==> config.mk <==
export PLATFORM = sky130hd
export DESIGN_NAME = mips
export DESIGN_NICKNAME = d
export VERILOG_FILES = /design/src/design/mips_pkg.sv /design/src/design/controller.sv /design/src/design/hazard.sv /design/src/design/regfile.sv /design/src/design/datapath.sv /design/src/design/mips.sv
export VERILOG_INCLUDE_DIRS = /design/src /design/src/design
export SDC_FILE = /design/constraint.sdc
export NUM_CORES = 2
export LEC_CHECK = 0
export BUFFER_PORTS_ARGS = -buffer_cell sky130_fd_sc_hd__buf_2
export CAP_MARGIN = 10
export CELL_PAD_IN_SITES_DETAIL_PLACEMENT = 1
export CELL_PAD_IN_SITES_GLOBAL_PLACEMENT = 2
export CORE_ASPECT_RATIO = 1.1
export CORE_UTILIZATION = 39
export CTS_BUF_LIST = sky130_fd_sc_hd__clkbuf_4
export DETAILED_ROUTE_END_ITERATION = 6
export HOLD_SLACK_MARGIN = 0.02
export PLACE_DENSITY_LB_ADDON = 0.1
export SYNTH_ARGS = -nofsm -noshare
export SYNTH_HDL_FRONTEND = slang
export SYNTH_SLANG_ARGS = --single-unit
==> constraint.sdc <==
create_clock -name clk -period 7.05 [get_ports clk]
set_clock_uncertainty 0.2 [all_clocks]
set_input_delay 0.705 -clock clk [delete_from_list [all_inputs] [get_ports clk]]
set_output_delay 0.705 -clock clk [all_outputs]
set_load 0.02 [all_outputs]
==> src/design/mips_settings.svh <==
`ifndef MIPS_SETTINGS_SVH
`define MIPS_SETTINGS_SVH

// Boot vector in kseg1, fetched right after reset
`define MIPS_RESET_PC 32'hbfc00000

// Architectural integer registers
`define MIPS_NREGS 32

`endif

==> src/design/mips_pkg.sv <==
package mips_pkg;

    // Primary opcodes, instr[31:26]
    localparam logic [5:0] op_rtype = 6'h00;
    localparam logic [5:0] op_j     = 6'h02;
    localparam logic [5:0] op_beq   = 6'h04;
    localparam logic [5:0] op_bne   = 6'h05;
    localparam logic [5:0] op_addiu = 6'h09;
    localparam logic [5:0] op_sltiu = 6'h0b;
    localparam logic [5:0] op_andi  = 6'h0c;
    localparam logic [5:0] op_ori   = 6'h0d;
    localparam logic [5:0] op_lui   = 6'h0f;
    localparam logic [5:0] op_lw    = 6'h23;
    localparam logic [5:0] op_sw    = 6'h2b;

    // R-type function codes, instr[5:0]
    localparam logic [5:0] fn_sll  = 6'h00;
    localparam logic [5:0] fn_addu = 6'h21;
    localparam logic [5:0] fn_subu = 6'h23;
    localparam logic [5:0] fn_and  = 6'h24;
    localparam logic [5:0] fn_or   = 6'h25;
    localparam logic [5:0] fn_xor  = 6'h26;
    localparam logic [5:0] fn_slt  = 6'h2a;
    localparam logic [5:0] fn_sltu = 6'h2b;

    typedef enum logic [3:0] {
        alu_add  = 4'd0,
        alu_sub  = 4'd1,
        alu_and  = 4'd2,
        alu_or   = 4'd3,
        alu_xor  = 4'd4,
        alu_slt  = 4'd5,
        alu_sltu = 4'd6,
        alu_sll  = 4'd7,
        // Places the low immediate half in the upper 16 bits
        alu_lui  = 4'd8
    } alu_op_e;

endpackage

==> src/design/controller.sv <==
`timescale 1ns/100ps

module controller import mips_pkg::*; (
    input  logic [31:0] instr,
    output alu_op_e     alu_op,
    output logic        alu_src_imm,
    output logic        imm_zero_ext,
    output logic        reg_write,
    output logic        reg_dst_rt,
    output logic        mem_read,
    output logic        mem_write,
    output logic        branch_eq,
    output logic        branch_ne,
    output logic        jump
);

    logic [5:0] opcode;
    logic [5:0] funct;

    assign opcode = instr[31:26];
    assign funct  = instr[5:0];

    always_comb begin
        // Defaults describe a no-op
        alu_op       = alu_add;
        alu_src_imm  = 1'b0;
        imm_zero_ext = 1'b0;
        reg_write    = 1'b0;
        reg_dst_rt   = 1'b0;
        mem_read     = 1'b0;
        mem_write    = 1'b0;
        branch_eq    = 1'b0;
        branch_ne    = 1'b0;
        jump         = 1'b0;

        case (opcode)
            op_rtype: begin
                reg_write = 1'b1;
                case (funct)
                    fn_addu: alu_op = alu_add;
                    fn_subu: alu_op = alu_sub;
                    fn_and:  alu_op = alu_and;
                    fn_or:   alu_op = alu_or;
                    fn_xor:  alu_op = alu_xor;
                    fn_slt:  alu_op = alu_slt;
                    fn_sltu: alu_op = alu_sltu;
                    fn_sll:  alu_op = alu_sll;
                    default: reg_write = 1'b0;
                endcase
            end
            op_addiu, op_sltiu, op_andi, op_ori, op_lui: begin
                reg_write   = 1'b1;
                reg_dst_rt  = 1'b1;
                alu_src_imm = 1'b1;
                imm_zero_ext = (opcode == op_andi) || (opcode == op_ori);
                case (opcode)
                    op_sltiu: alu_op = alu_sltu;
                    op_andi:  alu_op = alu_and;
                    op_ori:   alu_op = alu_or;
                    op_lui:   alu_op = alu_lui;
                    default:  alu_op = alu_add;
                endcase
            end
            op_lw: begin
                reg_write   = 1'b1;
                reg_dst_rt  = 1'b1;
                alu_src_imm = 1'b1;
                mem_read    = 1'b1;
            end
            op_sw: begin
                alu_src_imm = 1'b1;
                mem_write   = 1'b1;
            end
            op_beq:  branch_eq = 1'b1;
            op_bne:  branch_ne = 1'b1;
            op_j:    jump = 1'b1;
            default: ;
        endcase
    end

endmodule

==> src/design/hazard.sv <==
`timescale 1ns/100ps

module hazard (
    input  logic [4:0] rs_d,
    input  logic [4:0] rt_d,
    input  logic [4:0] write_reg_w,
    input  logic       reg_write_w,
    input  logic       stall_by_sram,
    output logic       fwd_rs,
    output logic       fwd_rt,
    output logic       en
);

    logic w_live;

    // W carries a real register update, r0 never forwards
    assign w_live = reg_write_w && (write_reg_w != 5'd0);

    // The W result is either load data or the ALU result, so one
    // bypass path covers load-use as well as back-to-back ALU use
    assign fwd_rs = w_live && (write_reg_w == rs_d);
    assign fwd_rt = w_live && (write_reg_w == rt_d);

    // Every stage holds while the memory side is busy
    assign en = ~stall_by_sram;

endmodule

==> src/design/regfile.sv <==
`timescale 1ns/100ps
`include "mips_settings.svh"

module regfile (
    input  logic        clk,
    input  logic        reset,
    input  logic        we,
    input  logic [4:0]  ra1,
    input  logic [4:0]  ra2,
    input  logic [4:0]  wa,
    input  logic [31:0] wd,
    output logic [31:0] rd1,
    output logic [31:0] rd2
);

    logic [31:0] regs [`MIPS_NREGS];

    always_ff @(posedge clk) begin
        if (reset) begin
            for (int i = 0; i < `MIPS_NREGS; i++) begin
                regs[i] <= 32'd0;
            end
        end else if (we && (wa != 5'd0)) begin
            regs[wa] <= wd;
        end
    end

    // Reads are combinational, r0 is hardwired
    assign rd1 = (ra1 == 5'd0) ? 32'd0 : regs[ra1];
    assign rd2 = (ra2 == 5'd0) ? 32'd0 : regs[ra2];

endmodule

==> src/design/datapath.sv <==
`timescale 1ns/100ps
`include "mips_settings.svh"

module datapath import mips_pkg::*; (
    input  logic        clk,
    input  logic        reset,
    input  logic        en,
    input  alu_op_e     alu_op,
    input  logic        alu_src_imm,
    input  logic        imm_zero_ext,
    input  logic        reg_write,
    input  logic        reg_dst_rt,
    input  logic        mem_read,
    input  logic        mem_write,
    input  logic        branch_eq,
    input  logic        branch_ne,
    input  logic        jump,
    input  logic        fwd_rs,
    input  logic        fwd_rt,
    output logic [31:0] instr_d,
    output logic [4:0]  rs_d,
    output logic [4:0]  rt_d,
    output logic [4:0]  write_reg_w,
    output logic        reg_write_w,
    output logic [31:0] pc,
    output logic        instr_en,
    input  logic [31:0] instr,
    output logic [31:0] mem_addr,
    output logic [31:0] write_data,
    output logic        mem_en,
    output logic [3:0]  mem_write_en,
    input  logic [31:0] read_data,
    output logic [31:0] pc_w,
    output logic [31:0] reg_write_data_w
);

    logic [31:0] pc_f, pc_next, pc_d, pc_plus4_d;
    logic [31:0] branch_target, jump_target;
    logic        valid_d, valid_w, take_branch;
    logic [31:0] rd1, rd2, src_a, rt_val, src_b, imm_ext, alu_result;
    logic [4:0]  write_reg_d;
    logic        reg_write_q, mem_read_w;
    logic [31:0] alu_w, result_w;

    // F stage, fetch goes out on the physical address
    assign pc       = {3'b000, pc_f[28:0]};
    assign instr_en = ~reset;

    always_ff @(posedge clk) begin
        if (reset) begin
            pc_f    <= `MIPS_RESET_PC;
            valid_d <= 1'b0;
        end else if (en) begin
            pc_f    <= pc_next;
            valid_d <= instr_en;
        end
    end

    always_ff @(posedge clk) begin
        if (en) begin
            pc_d <= pc_f;
        end
    end

    // D stage, an empty slot decodes as sll r0,r0,0
    assign instr_d     = valid_d ? instr : 32'd0;
    assign rs_d        = instr_d[25:21];
    assign rt_d        = instr_d[20:16];
    assign write_reg_d = reg_dst_rt ? rt_d : instr_d[15:11];
    assign imm_ext     = imm_zero_ext ? {16'd0, instr_d[15:0]}
                                      : {{16{instr_d[15]}}, instr_d[15:0]};

    assign src_a  = fwd_rs ? result_w : rd1;
    assign rt_val = fwd_rt ? result_w : rd2;
    assign src_b  = alu_src_imm ? imm_ext : rt_val;

    always_comb begin
        case (alu_op)
            alu_sub:  alu_result = src_a - src_b;
            alu_and:  alu_result = src_a & src_b;
            alu_or:   alu_result = src_a | src_b;
            alu_xor:  alu_result = src_a ^ src_b;
            alu_slt:  alu_result = {31'd0, $signed(src_a) < $signed(src_b)};
            alu_sltu: alu_result = {31'd0, src_a < src_b};
            alu_sll:  alu_result = src_b << instr_d[10:6];
            alu_lui:  alu_result = {src_b[15:0], 16'd0};
            default:  alu_result = src_a + src_b;
        endcase
    end

    // The instruction in F is the delay slot, so a redirect lands after it
    assign take_branch   = (branch_eq && (src_a == rt_val)) || (branch_ne && (src_a != rt_val));
    assign pc_plus4_d    = pc_d + 32'd4;
    assign branch_target = pc_plus4_d + {imm_ext[29:0], 2'b00};
    assign jump_target   = {pc_plus4_d[31:28], instr_d[25:0], 2'b00};
    assign pc_next       = jump ? jump_target : (take_branch ? branch_target : pc_f + 32'd4);

    assign mem_addr     = {3'b000, alu_result[28:0]};
    assign write_data   = rt_val;
    assign mem_en       = mem_read | mem_write;
    assign mem_write_en = {4{mem_write}};

    // W stage
    always_ff @(posedge clk) begin
        if (reset) begin
            valid_w     <= 1'b0;
            reg_write_q <= 1'b0;
            mem_read_w  <= 1'b0;
        end else if (en) begin
            valid_w     <= valid_d;
            reg_write_q <= reg_write && (write_reg_d != 5'd0);
            mem_read_w  <= mem_read;
        end
    end

    always_ff @(posedge clk) begin
        if (en) begin
            pc_w        <= pc_d;
            write_reg_w <= write_reg_d;
            alu_w       <= alu_result;
        end
    end

    assign result_w         = mem_read_w ? read_data : alu_w;
    assign reg_write_w      = valid_w & reg_write_q & en;
    assign reg_write_data_w = result_w;

    regfile regfile_i (
        .clk   (clk),
        .reset (reset),
        .we    (reg_write_w),
        .ra1   (rs_d),
        .ra2   (rt_d),
        .wa    (write_reg_w),
        .wd    (result_w),
        .rd1   (rd1),
        .rd2   (rd2)
    );

endmodule

==> src/design/mips.sv <==
`timescale 1ns/100ps

module mips (
    input  logic        clk,
    input  logic        reset,
    input  logic        stall_by_sram,

    output logic        inst_sram_en,
    output logic [3:0]  inst_sram_wen,
    output logic [31:0] inst_sram_addr,
    output logic [31:0] inst_sram_wdata,
    input  logic [31:0] inst_sram_rdata,

    output logic        data_sram_en,
    output logic [3:0]  data_sram_wen,
    output logic [31:0] data_sram_addr,
    output logic [31:0] data_sram_wdata,
    input  logic [31:0] data_sram_rdata,

    output logic [31:0] debug_wb_pc,
    output logic [3:0]  debug_wb_rf_wen,
    output logic [4:0]  debug_wb_rf_wnum,
    output logic [31:0] debug_wb_rf_wdata
);

    mips_pkg::alu_op_e alu_op;
    logic        alu_src_imm, imm_zero_ext, reg_write, reg_dst_rt;
    logic        mem_read, mem_write, branch_eq, branch_ne, jump;
    logic        fwd_rs, fwd_rt, en, reg_write_w;
    logic [31:0] instr_d;
    logic [4:0]  rs_d, rt_d;

    // Instruction memory is read only
    assign inst_sram_wen   = 4'b0;
    assign inst_sram_wdata = 32'b0;

    assign debug_wb_rf_wen = {4{reg_write_w}};

    datapath datapath_i (
        .clk(clk), .reset(reset), .en(en),
        .alu_op(alu_op), .alu_src_imm(alu_src_imm), .imm_zero_ext(imm_zero_ext),
        .reg_write(reg_write), .reg_dst_rt(reg_dst_rt),
        .mem_read(mem_read), .mem_write(mem_write),
        .branch_eq(branch_eq), .branch_ne(branch_ne), .jump(jump),
        .fwd_rs(fwd_rs), .fwd_rt(fwd_rt),
        .instr_d(instr_d), .rs_d(rs_d), .rt_d(rt_d),
        .write_reg_w(debug_wb_rf_wnum), .reg_write_w(reg_write_w),
        .pc(inst_sram_addr), .instr_en(inst_sram_en), .instr(inst_sram_rdata),
        .mem_addr(data_sram_addr), .write_data(data_sram_wdata),
        .mem_en(data_sram_en), .mem_write_en(data_sram_wen),
        .read_data(data_sram_rdata),
        .pc_w(debug_wb_pc), .reg_write_data_w(debug_wb_rf_wdata)
    );

    controller controller_i (
        .instr(instr_d), .alu_op(alu_op),
        .alu_src_imm(alu_src_imm), .imm_zero_ext(imm_zero_ext),
        .reg_write(reg_write), .reg_dst_rt(reg_dst_rt),
        .mem_read(mem_read), .mem_write(mem_write),
        .branch_eq(branch_eq), .branch_ne(branch_ne), .jump(jump)
    );

    hazard hazard_i (
        .rs_d(rs_d), .rt_d(rt_d),
        .write_reg_w(debug_wb_rf_wnum), .reg_write_w(reg_write_w),
        .stall_by_sram(stall_by_sram),
        .fwd_rs(fwd_rs), .fwd_rt(fwd_rt), .en(en)
    );

endmodule

# Yosys cells after proc, flatten, opt, wreduce, memory -nomap -nowiden
# Memories as Yosys holds them, arrays and structs flattened.
# Cells that the tools add are included.
totals:
  wordCells: 107
  rom_bits: 0
  regBits: 137
  mem_count: 1
  latchBits: 0
  ramBits: 1024
  output_inout_bits: 211
classes:
  mux: 33
  mul: 0
  addsub: 5
  n_bitwise: 8
  shifts: 1
  n_eq_ne: 29
  n_lt_le_gt_ge: 2
  div_mod_pow: 0
  n_reduce_logical: 19
memory_table:
  columns: ["name", "words", "word_bits", "rd", "rd_clocked_by_memory_dff", "wr", "line_no", "text"]
  rows:
  - ["datapath_i.regfile_i.regs", 32, 32, 2, 0, 32, "regfile.sv:16", "logic [31:0] regs [`MIPS_NREGS];"]
op_table:
  columns: ["op", "n"]
  rows:
  - ["$mux W32", 11]
  - ["$pmux W32 S8", 1]
  - ["$add A32 B3 Y32 const B", 2]
  - ["$add A32 B32 Y32", 2]
  - ["$lt A32 B32 Y1", 2]
  - ["$eq A6 B6 Y1 const B", 9]
  - ["$and A32 B32 Y32", 1]
  - ["$eq A32 B32 Y1", 1]
  - ["$ne A32 B32 Y1", 1]
  - ["$or A32 B32 Y32", 1]
  - ["$reduce_or A32 Y1", 1]
  - ["$shl A32 B5 Y32", 1]
  - ["$sub A32 B32 Y32", 1]
  - ["$xor A32 B32 Y32", 1]
  - ["$eq A6 B4 Y1 const B", 5]
  - ["$pmux W3 S7", 1]
  - ["$eq A4 B3 Y1 const B", 4]
  - ["$pmux W4 S4", 1]
  - ["$mux W1", 15]
  - ["$eq A6 B3 Y1 const B", 2]
  - ["$logic_not A6 Y1", 2]
  - ["$eq A5 B5 Y1", 2]
  - ["$logic_not A5 Y1", 2]
  - ["$mux W5", 2]
  - ["other kinds (16)", 26]

# Logic depth before layout (Yosys ltp)
logic_depth:
  ltp_word: 10
  ltp_mapped: 31
  mapped_depth_nobuf: 22

# By module
# From an unflattened synthesis, not the netlist that was laid out.
hier_totals:
  cells_unflattened: 5703
  area_unflattened_um2: 71484.8
modules_own_cells:
  columns: ["module", "area_per_inst_um2", "cells_each", "instances"]
  rows:
  - ["regfile", 54255.8, 3502, 1]
  - ["datapath", 16448.3, 2087, 1]
  - ["controller", 349.1, 56, 1]
  - ["mips", 304.0, 41, 1]
  - ["hazard", 127.6, 17, 1]

# Worst setup path after synthesis
# OpenSTA, ideal clock, no wires.
synth_timing:
  path_kind: "input to output"
  start: "input inst_sram_rdata[17]"
  end: "output data_sram_addr[27]"
  cell_stages: 24
  setup_slack_ns: -0.319
  arrival_ns: 6.464
  required_ns: 6.145
  path_buffers: 7
  path_cell_list: "buf_2 -> and2_1 -> buf_2 -> a32o_1 -> nor2_2 -> nor2_1 -> buf_2 -> buf_2 -> buf_1 -> o31ai_1 -> a21o_1 -> ha_1 -> clkbuf_1 -> or4_1 -> a2111oi_0 -> a211oi_1 -> o41a_1 -> o31ai_1 -> nand2_1 -> a21oi_1 -> o31ai_1 -> xnor2_1 -> o211ai_1 -> buf_4"
synth_between:
  elab_chain_len: 7
  word_cells_on_any_way: 15
  cone_classes: "2 x add/sub; 1 x eq/ne; 1 x shift; 5 x mux; 3 x bitwise; 2 x reduce/logical; 1 x memory"
synth_rtl:
  columns: ["element", "line_no", "text"]
  rows:
  - ["start, declared", "mips.sv:12", "input logic [31:0] inst_sram_rdata,"]
  - ["$mux W32 *", "datapath.sv:66", "assign instr_d = valid_d ? instr : 32'd0;"]
  - ["$mem_v2 Z32 W32, or another cell as far along", null, null]
  - ["$mux W32 or $logic_and A1 B1 Y1 (tied branches)", "regfile.sv:30, hazard.sv:22", null]
  - ["$mux W32 *", "datapath.sv:74", "assign rt_val = fwd_rt ? result_w : rd2;"]
  - ["net data_sram_wdata[15]", "mips.sv:17", "output logic [31:0] data_sram_wdata,"]
  - ["$mux W32 *", "datapath.sv:75", "assign src_b = alu_src_imm ? imm_ext : rt_val;"]
  - ["$add A32 B32 Y32, or another cell as far along", "datapath.sv:87", "default: alu_result = src_a + src_b;"]
  - ["$pmux W32 S8 *", "datapath.sv:78", "case (alu_op)"]
  - ["end, declared", "mips.sv:16", "output logic [31:0] data_sram_addr,"]
# The timed path passes the listed nets; every way through them passes the cells marked *.

# Final worst setup path
layout_timing:
  start: "register datapath_i.valid_d"
  end: "output data_sram_addr[27]"
layout_between:
  elab_chain_len: 8
  word_cells_on_any_way: 52
  cone_classes: "2 x add/sub; 23 x eq/ne; 1 x shift; 13 x mux; 3 x bitwise; 9 x reduce/logical; 1 x memory"
layout_rtl:
  columns: ["element", "line_no", "text"]
  rows:
  - ["start, declared", "datapath.sv:39", "logic valid_d, valid_w, take_branch;"]
  - ["start signal, assigned", "datapath.sv:55", "valid_d <= instr_en;"]
  - ["$mux W32 *", "datapath.sv:66", null]
  - ["branches (longest 6 deep; another with $mem_v2 Z32 W32)", null, null]
  - ["$pmux W32 S8 *", "datapath.sv:78", null]
# Mark *: on every way between the ends.

==> metrics.md <==
| Metric | Value |
|---|---|
| Die Footprint | 186000 sq um |
| Share of synthesized area occupied by flip-flops and latches | 0.479 |
| Wire length of the first global-routing pass | 572000 um |
| Final weighted congestion of routability-driven global placement | 1.06 |
| Placed wire-length estimate after detailed placement | 305000 um |
| Vias in the first global route | 70.8k |
| Final period util | 1.15 |
| Setup tns final | -15.94 ns |
| Cell with the largest stage delay on the worst path | sky130_fd_sc_hd__mux4_2 |
| Fin crit period | 8.14 ns |
| Number of different library cells in the post-synthesis netlist | 117 |
| Maximum number of pins on one net before global-route repair | 79 |
| Combined area of the multi-input logic cells | 36200 sq um |
| Max-slew violation total from the final report | 0 |
| # IOs | 278 |
| Placement-stage worst setup slack | -1.45 ns |
| Initial antenna violation count | 29 |
| Relative slew slack | 0.0683 |
| Nets@finish | 8521 |
| Remaining global-route overflow | 0 |
| Average cell area after synthesis | 10.5 sq um |
| DRC viols | 2 |
| Post-DR wirelength/cell | 38.2 um |
| Total wire length after detailed routing | 419000 um |
| Post-DP Area | 84400 sq um |
| DR iter-0 viols | 9783 |
| Clock latency on the worst-skew pair | 1.45 ns |
| Worst hold path type | in2reg |
| Routed vias | 71.4k |
| Horizontal die dimension | 411 um |
| Result of the run | finished, violations left |
| Most common flop cell mapped by yosys | sky130_fd_sc_hd__edfxtp_1 |
| Power density over cell area | 220 nW/um^2 |
| Upper clock frequency limit | 0.123 GHz |
| Total clock sinks | 1159 |
| RSZ-0062 raised after global routing | true |
| Number of clock buffers inserted by TritonCTS | 346 |
| Filler cells | 19.9k |
| Failing checks | DRC, setup timing |
| Number of instances in the synthesized netlist | 6849 |
| Setup slack of the worst register-to-register path | 0.11 ns |
| Worst EP arrival | 7.23 ns |
| Data required time at the worst endpoint | 6.14 ns |
| Clock Root Buffer | sky130_fd_sc_hd__clkbuf_4 |
| Sequential Area | 34500 sq um |
| TritonCTS clock tree | done |
| Post-CTS clock slew at the launch and capture registers of the worst setup and hold paths | 0.08 ns |
| Total design power | 20.6 mW |
| Core area | 182000 sq um |
| Synthesis-stage register bit count | 1159 |
| Row count | 164 |
| Slew at the pin with the worst max-slew slack | 1.39 ns |
| Area growth, synth to finish | 30.0% |
| Global-route total usage across every layer | 0.442 |
| Number of detailed-routing iterations run before antenna repair | 7 |
| Warnings from Yosys | 0 |
| Final Hold Viols | 0 |
| Antenna Nets Post-Route | 0 |
| Kind of start point of the critical path | flop |
| Layout cell share with drive strength beyond 1 | 0.351 |
| Quantity of I/O buffers inserted on ports | 235 |
| Count of max-cap constraint violations | 0 |
| DIE HEIGHT | 452 um |
| Kind of critical path | reg2out |
| Post-Route Utilization | 0.513 |
| Final worst slack | -1.09 ns |
| Leakage component of the power | 37.4 nW |
| Number of flops mapped to enable cells by yosys | 1123 |
| Post-Syn Area | 71800 sq um |
| Total non-filler cell area in the finished layout | 93400 sq um |
| Fraction of registers with async set/reset | 0 |
| Most repeated library cell on the critical path | sky130_fd_sc_hd__buf_12 |
| Average vias per placed instance | 6.51 |
| Kind of end point of the critical path | output port |
| Number of endpoints failing setup at the final stage | 23 |
| Clock buffer depth | 4 |
| Starting utilization of the core area | 0.394 |
| Peak supply drop | 204 uV |
| Critical-path maximum fanout | 5 |
| Critical Path Max Stage Delay | 0.47 ns |
| Maximum level of the CTS H-tree | 5 |
[cell usage in the layout, fill, tap and decap left out, types with 93 or more instances in the layout]
cell type / Yosys / routed
sky130_fd_sc_hd__mux2_2: 94 / 93
sky130_fd_sc_hd__mux4_2: 189 / 189
sky130_fd_sc_hd__buf_4: 175 / 1281
sky130_fd_sc_hd__buf_2: 125 / 204
sky130_fd_sc_hd__inv_1: 186 / 177
sky130_fd_sc_hd__nor2_1: 1316 / 1293
sky130_fd_sc_hd__o21ai_0: 267 / 217
sky130_fd_sc_hd__buf_12: 1 / 113
sky130_fd_sc_hd__nand3_1: 120 / 116
sky130_fd_sc_hd__a21oi_1: 295 / 238
sky130_fd_sc_hd__o22ai_1: 109 / 100
sky130_fd_sc_hd__o221ai_1: 107 / 95
sky130_fd_sc_hd__edfxtp_1: 1123 / 1123
sky130_fd_sc_hd__mux2i_1: 332 / 298
sky130_fd_sc_hd__nand2_1: 372 / 329
sky130_fd_sc_hd__ha_1: 127 / 101
sky130_fd_sc_hd__clkbuf_4: 0 / 485
[Yosys cell counts (125+ instances only)]
master                     number  area [sq um]
sky130_fd_sc_hd__o21ai_0      267          1340
sky130_fd_sc_hd__mux4_2       189          4260
sky130_fd_sc_hd__nand2_1      372          1400
sky130_fd_sc_hd__buf_4        175          1310
sky130_fd_sc_hd__clkbuf_1     352          1320
sky130_fd_sc_hd__a21oi_1      295          1480
sky130_fd_sc_hd__buf_2        125           626
sky130_fd_sc_hd__ha_1         127          1590
sky130_fd_sc_hd__edfxtp_1    1123         33700
sky130_fd_sc_hd__nor2_1      1316          4940
sky130_fd_sc_hd__mux2i_1      332          3320
sky130_fd_sc_hd__inv_1        186           698
[path summary, 6_finish.rpt]
kind	start	endpoint	depth (start not counted)
worst max register to register	datapath_i.valid_d	datapath_i.pc_f[4]	21
worst min-delay path	inst_sram_rdata[21]	datapath_i.pc_f[23]	6
worst min register to register	datapath_i.pc_d[0]	datapath_i.pc_w[0]	0
worst max-delay path	datapath_i.valid_d	data_sram_addr[27]	30
[layout make-up]
cell class | count | area share
multi-input combinational | 4849 | 0.388
clock inverter | 85 | 0.00356
sequential | 1159 | 0.369
clock buffer | 485 | 0.0390
antenna | 14 | 0.000375
timing repair buffer | 1772 | 0.160
tap | 2407 | 0.0322
inverter | 196 | 0.00808
[cells by family after synthesis]
| kind of cell | after synthesis | share of synthesized area |
|---|---|---|
| mux | 617 | 0.121 |
| flops | 1159 | 0.479 |
| simple gates | 2295 | 0.140 |
| other cells | 1 | 0.0000522 |
| compound gates | 1612 | 0.158 |
| buf+inv | 912 | 0.0644 |
| xor+xnor | 123 | 0.0150 |
| fa+ha+maj | 130 | 0.0230 |
[per-layer routing]
layer | share of wire | GRT usage
met4 | 0.091 | 0.336
met3 | 0.11 | 0.112
met5 | 0.00027 | 0
met1 | 0.37 | 0.552
met2 | 0.43 | 0.658
[worst max-delay path: cells and delay by family (launching register included)]
kind	cells	cell delay [ns]
buf+inv	11	1.55
simple gates	2	0.18
fa+ha+maj	1	0.24
mux	1	0.47
flops	1	0.45
compound gates	14	2.76
xor+xnor	1	0.13
[stage by stage]
step           std cells  hold WS [ns]
2_1_floorplan       6920         0.225
3_3_place_gp       10200         0.258
3_5_place_dp       10200         0.257
4_1_cts            10900        0.0228
5_1_grt            11000         0.123
6_report           11000         0.166
[flip-flops by register name, indices dropped and copies added (netlist names), 5 cells and up]
signal	cells
datapath_i.alu_w	32
datapath_i.pc_d	32
datapath_i.pc_f	32
datapath_i.pc_w	32
datapath_i.regfile_i.regs	1022
datapath_i.write_reg_w	5
[power breakdown]
group	internal [mW]	leakage, nW	switching (mW)	total [mW]
Clock	3.14	2.41	3.24	6.38
Sequential	7.83	11.8	0.191	8.02
Combinational	2.23	23.2	3.97	6.19
Total	13.2	37.4	7.40	20.6
[what timing repair did]
action	4_1_cts	5_1_grt
pin swaps	178	95
endpoints found under the hold margin	1088	0
gates resized for setup	591	111
endpoints found under the setup margin	37	29
hold buffers	66	0
setup buffers	128	28
gates cloned	6	0
(Power assumes the default switching activity.)
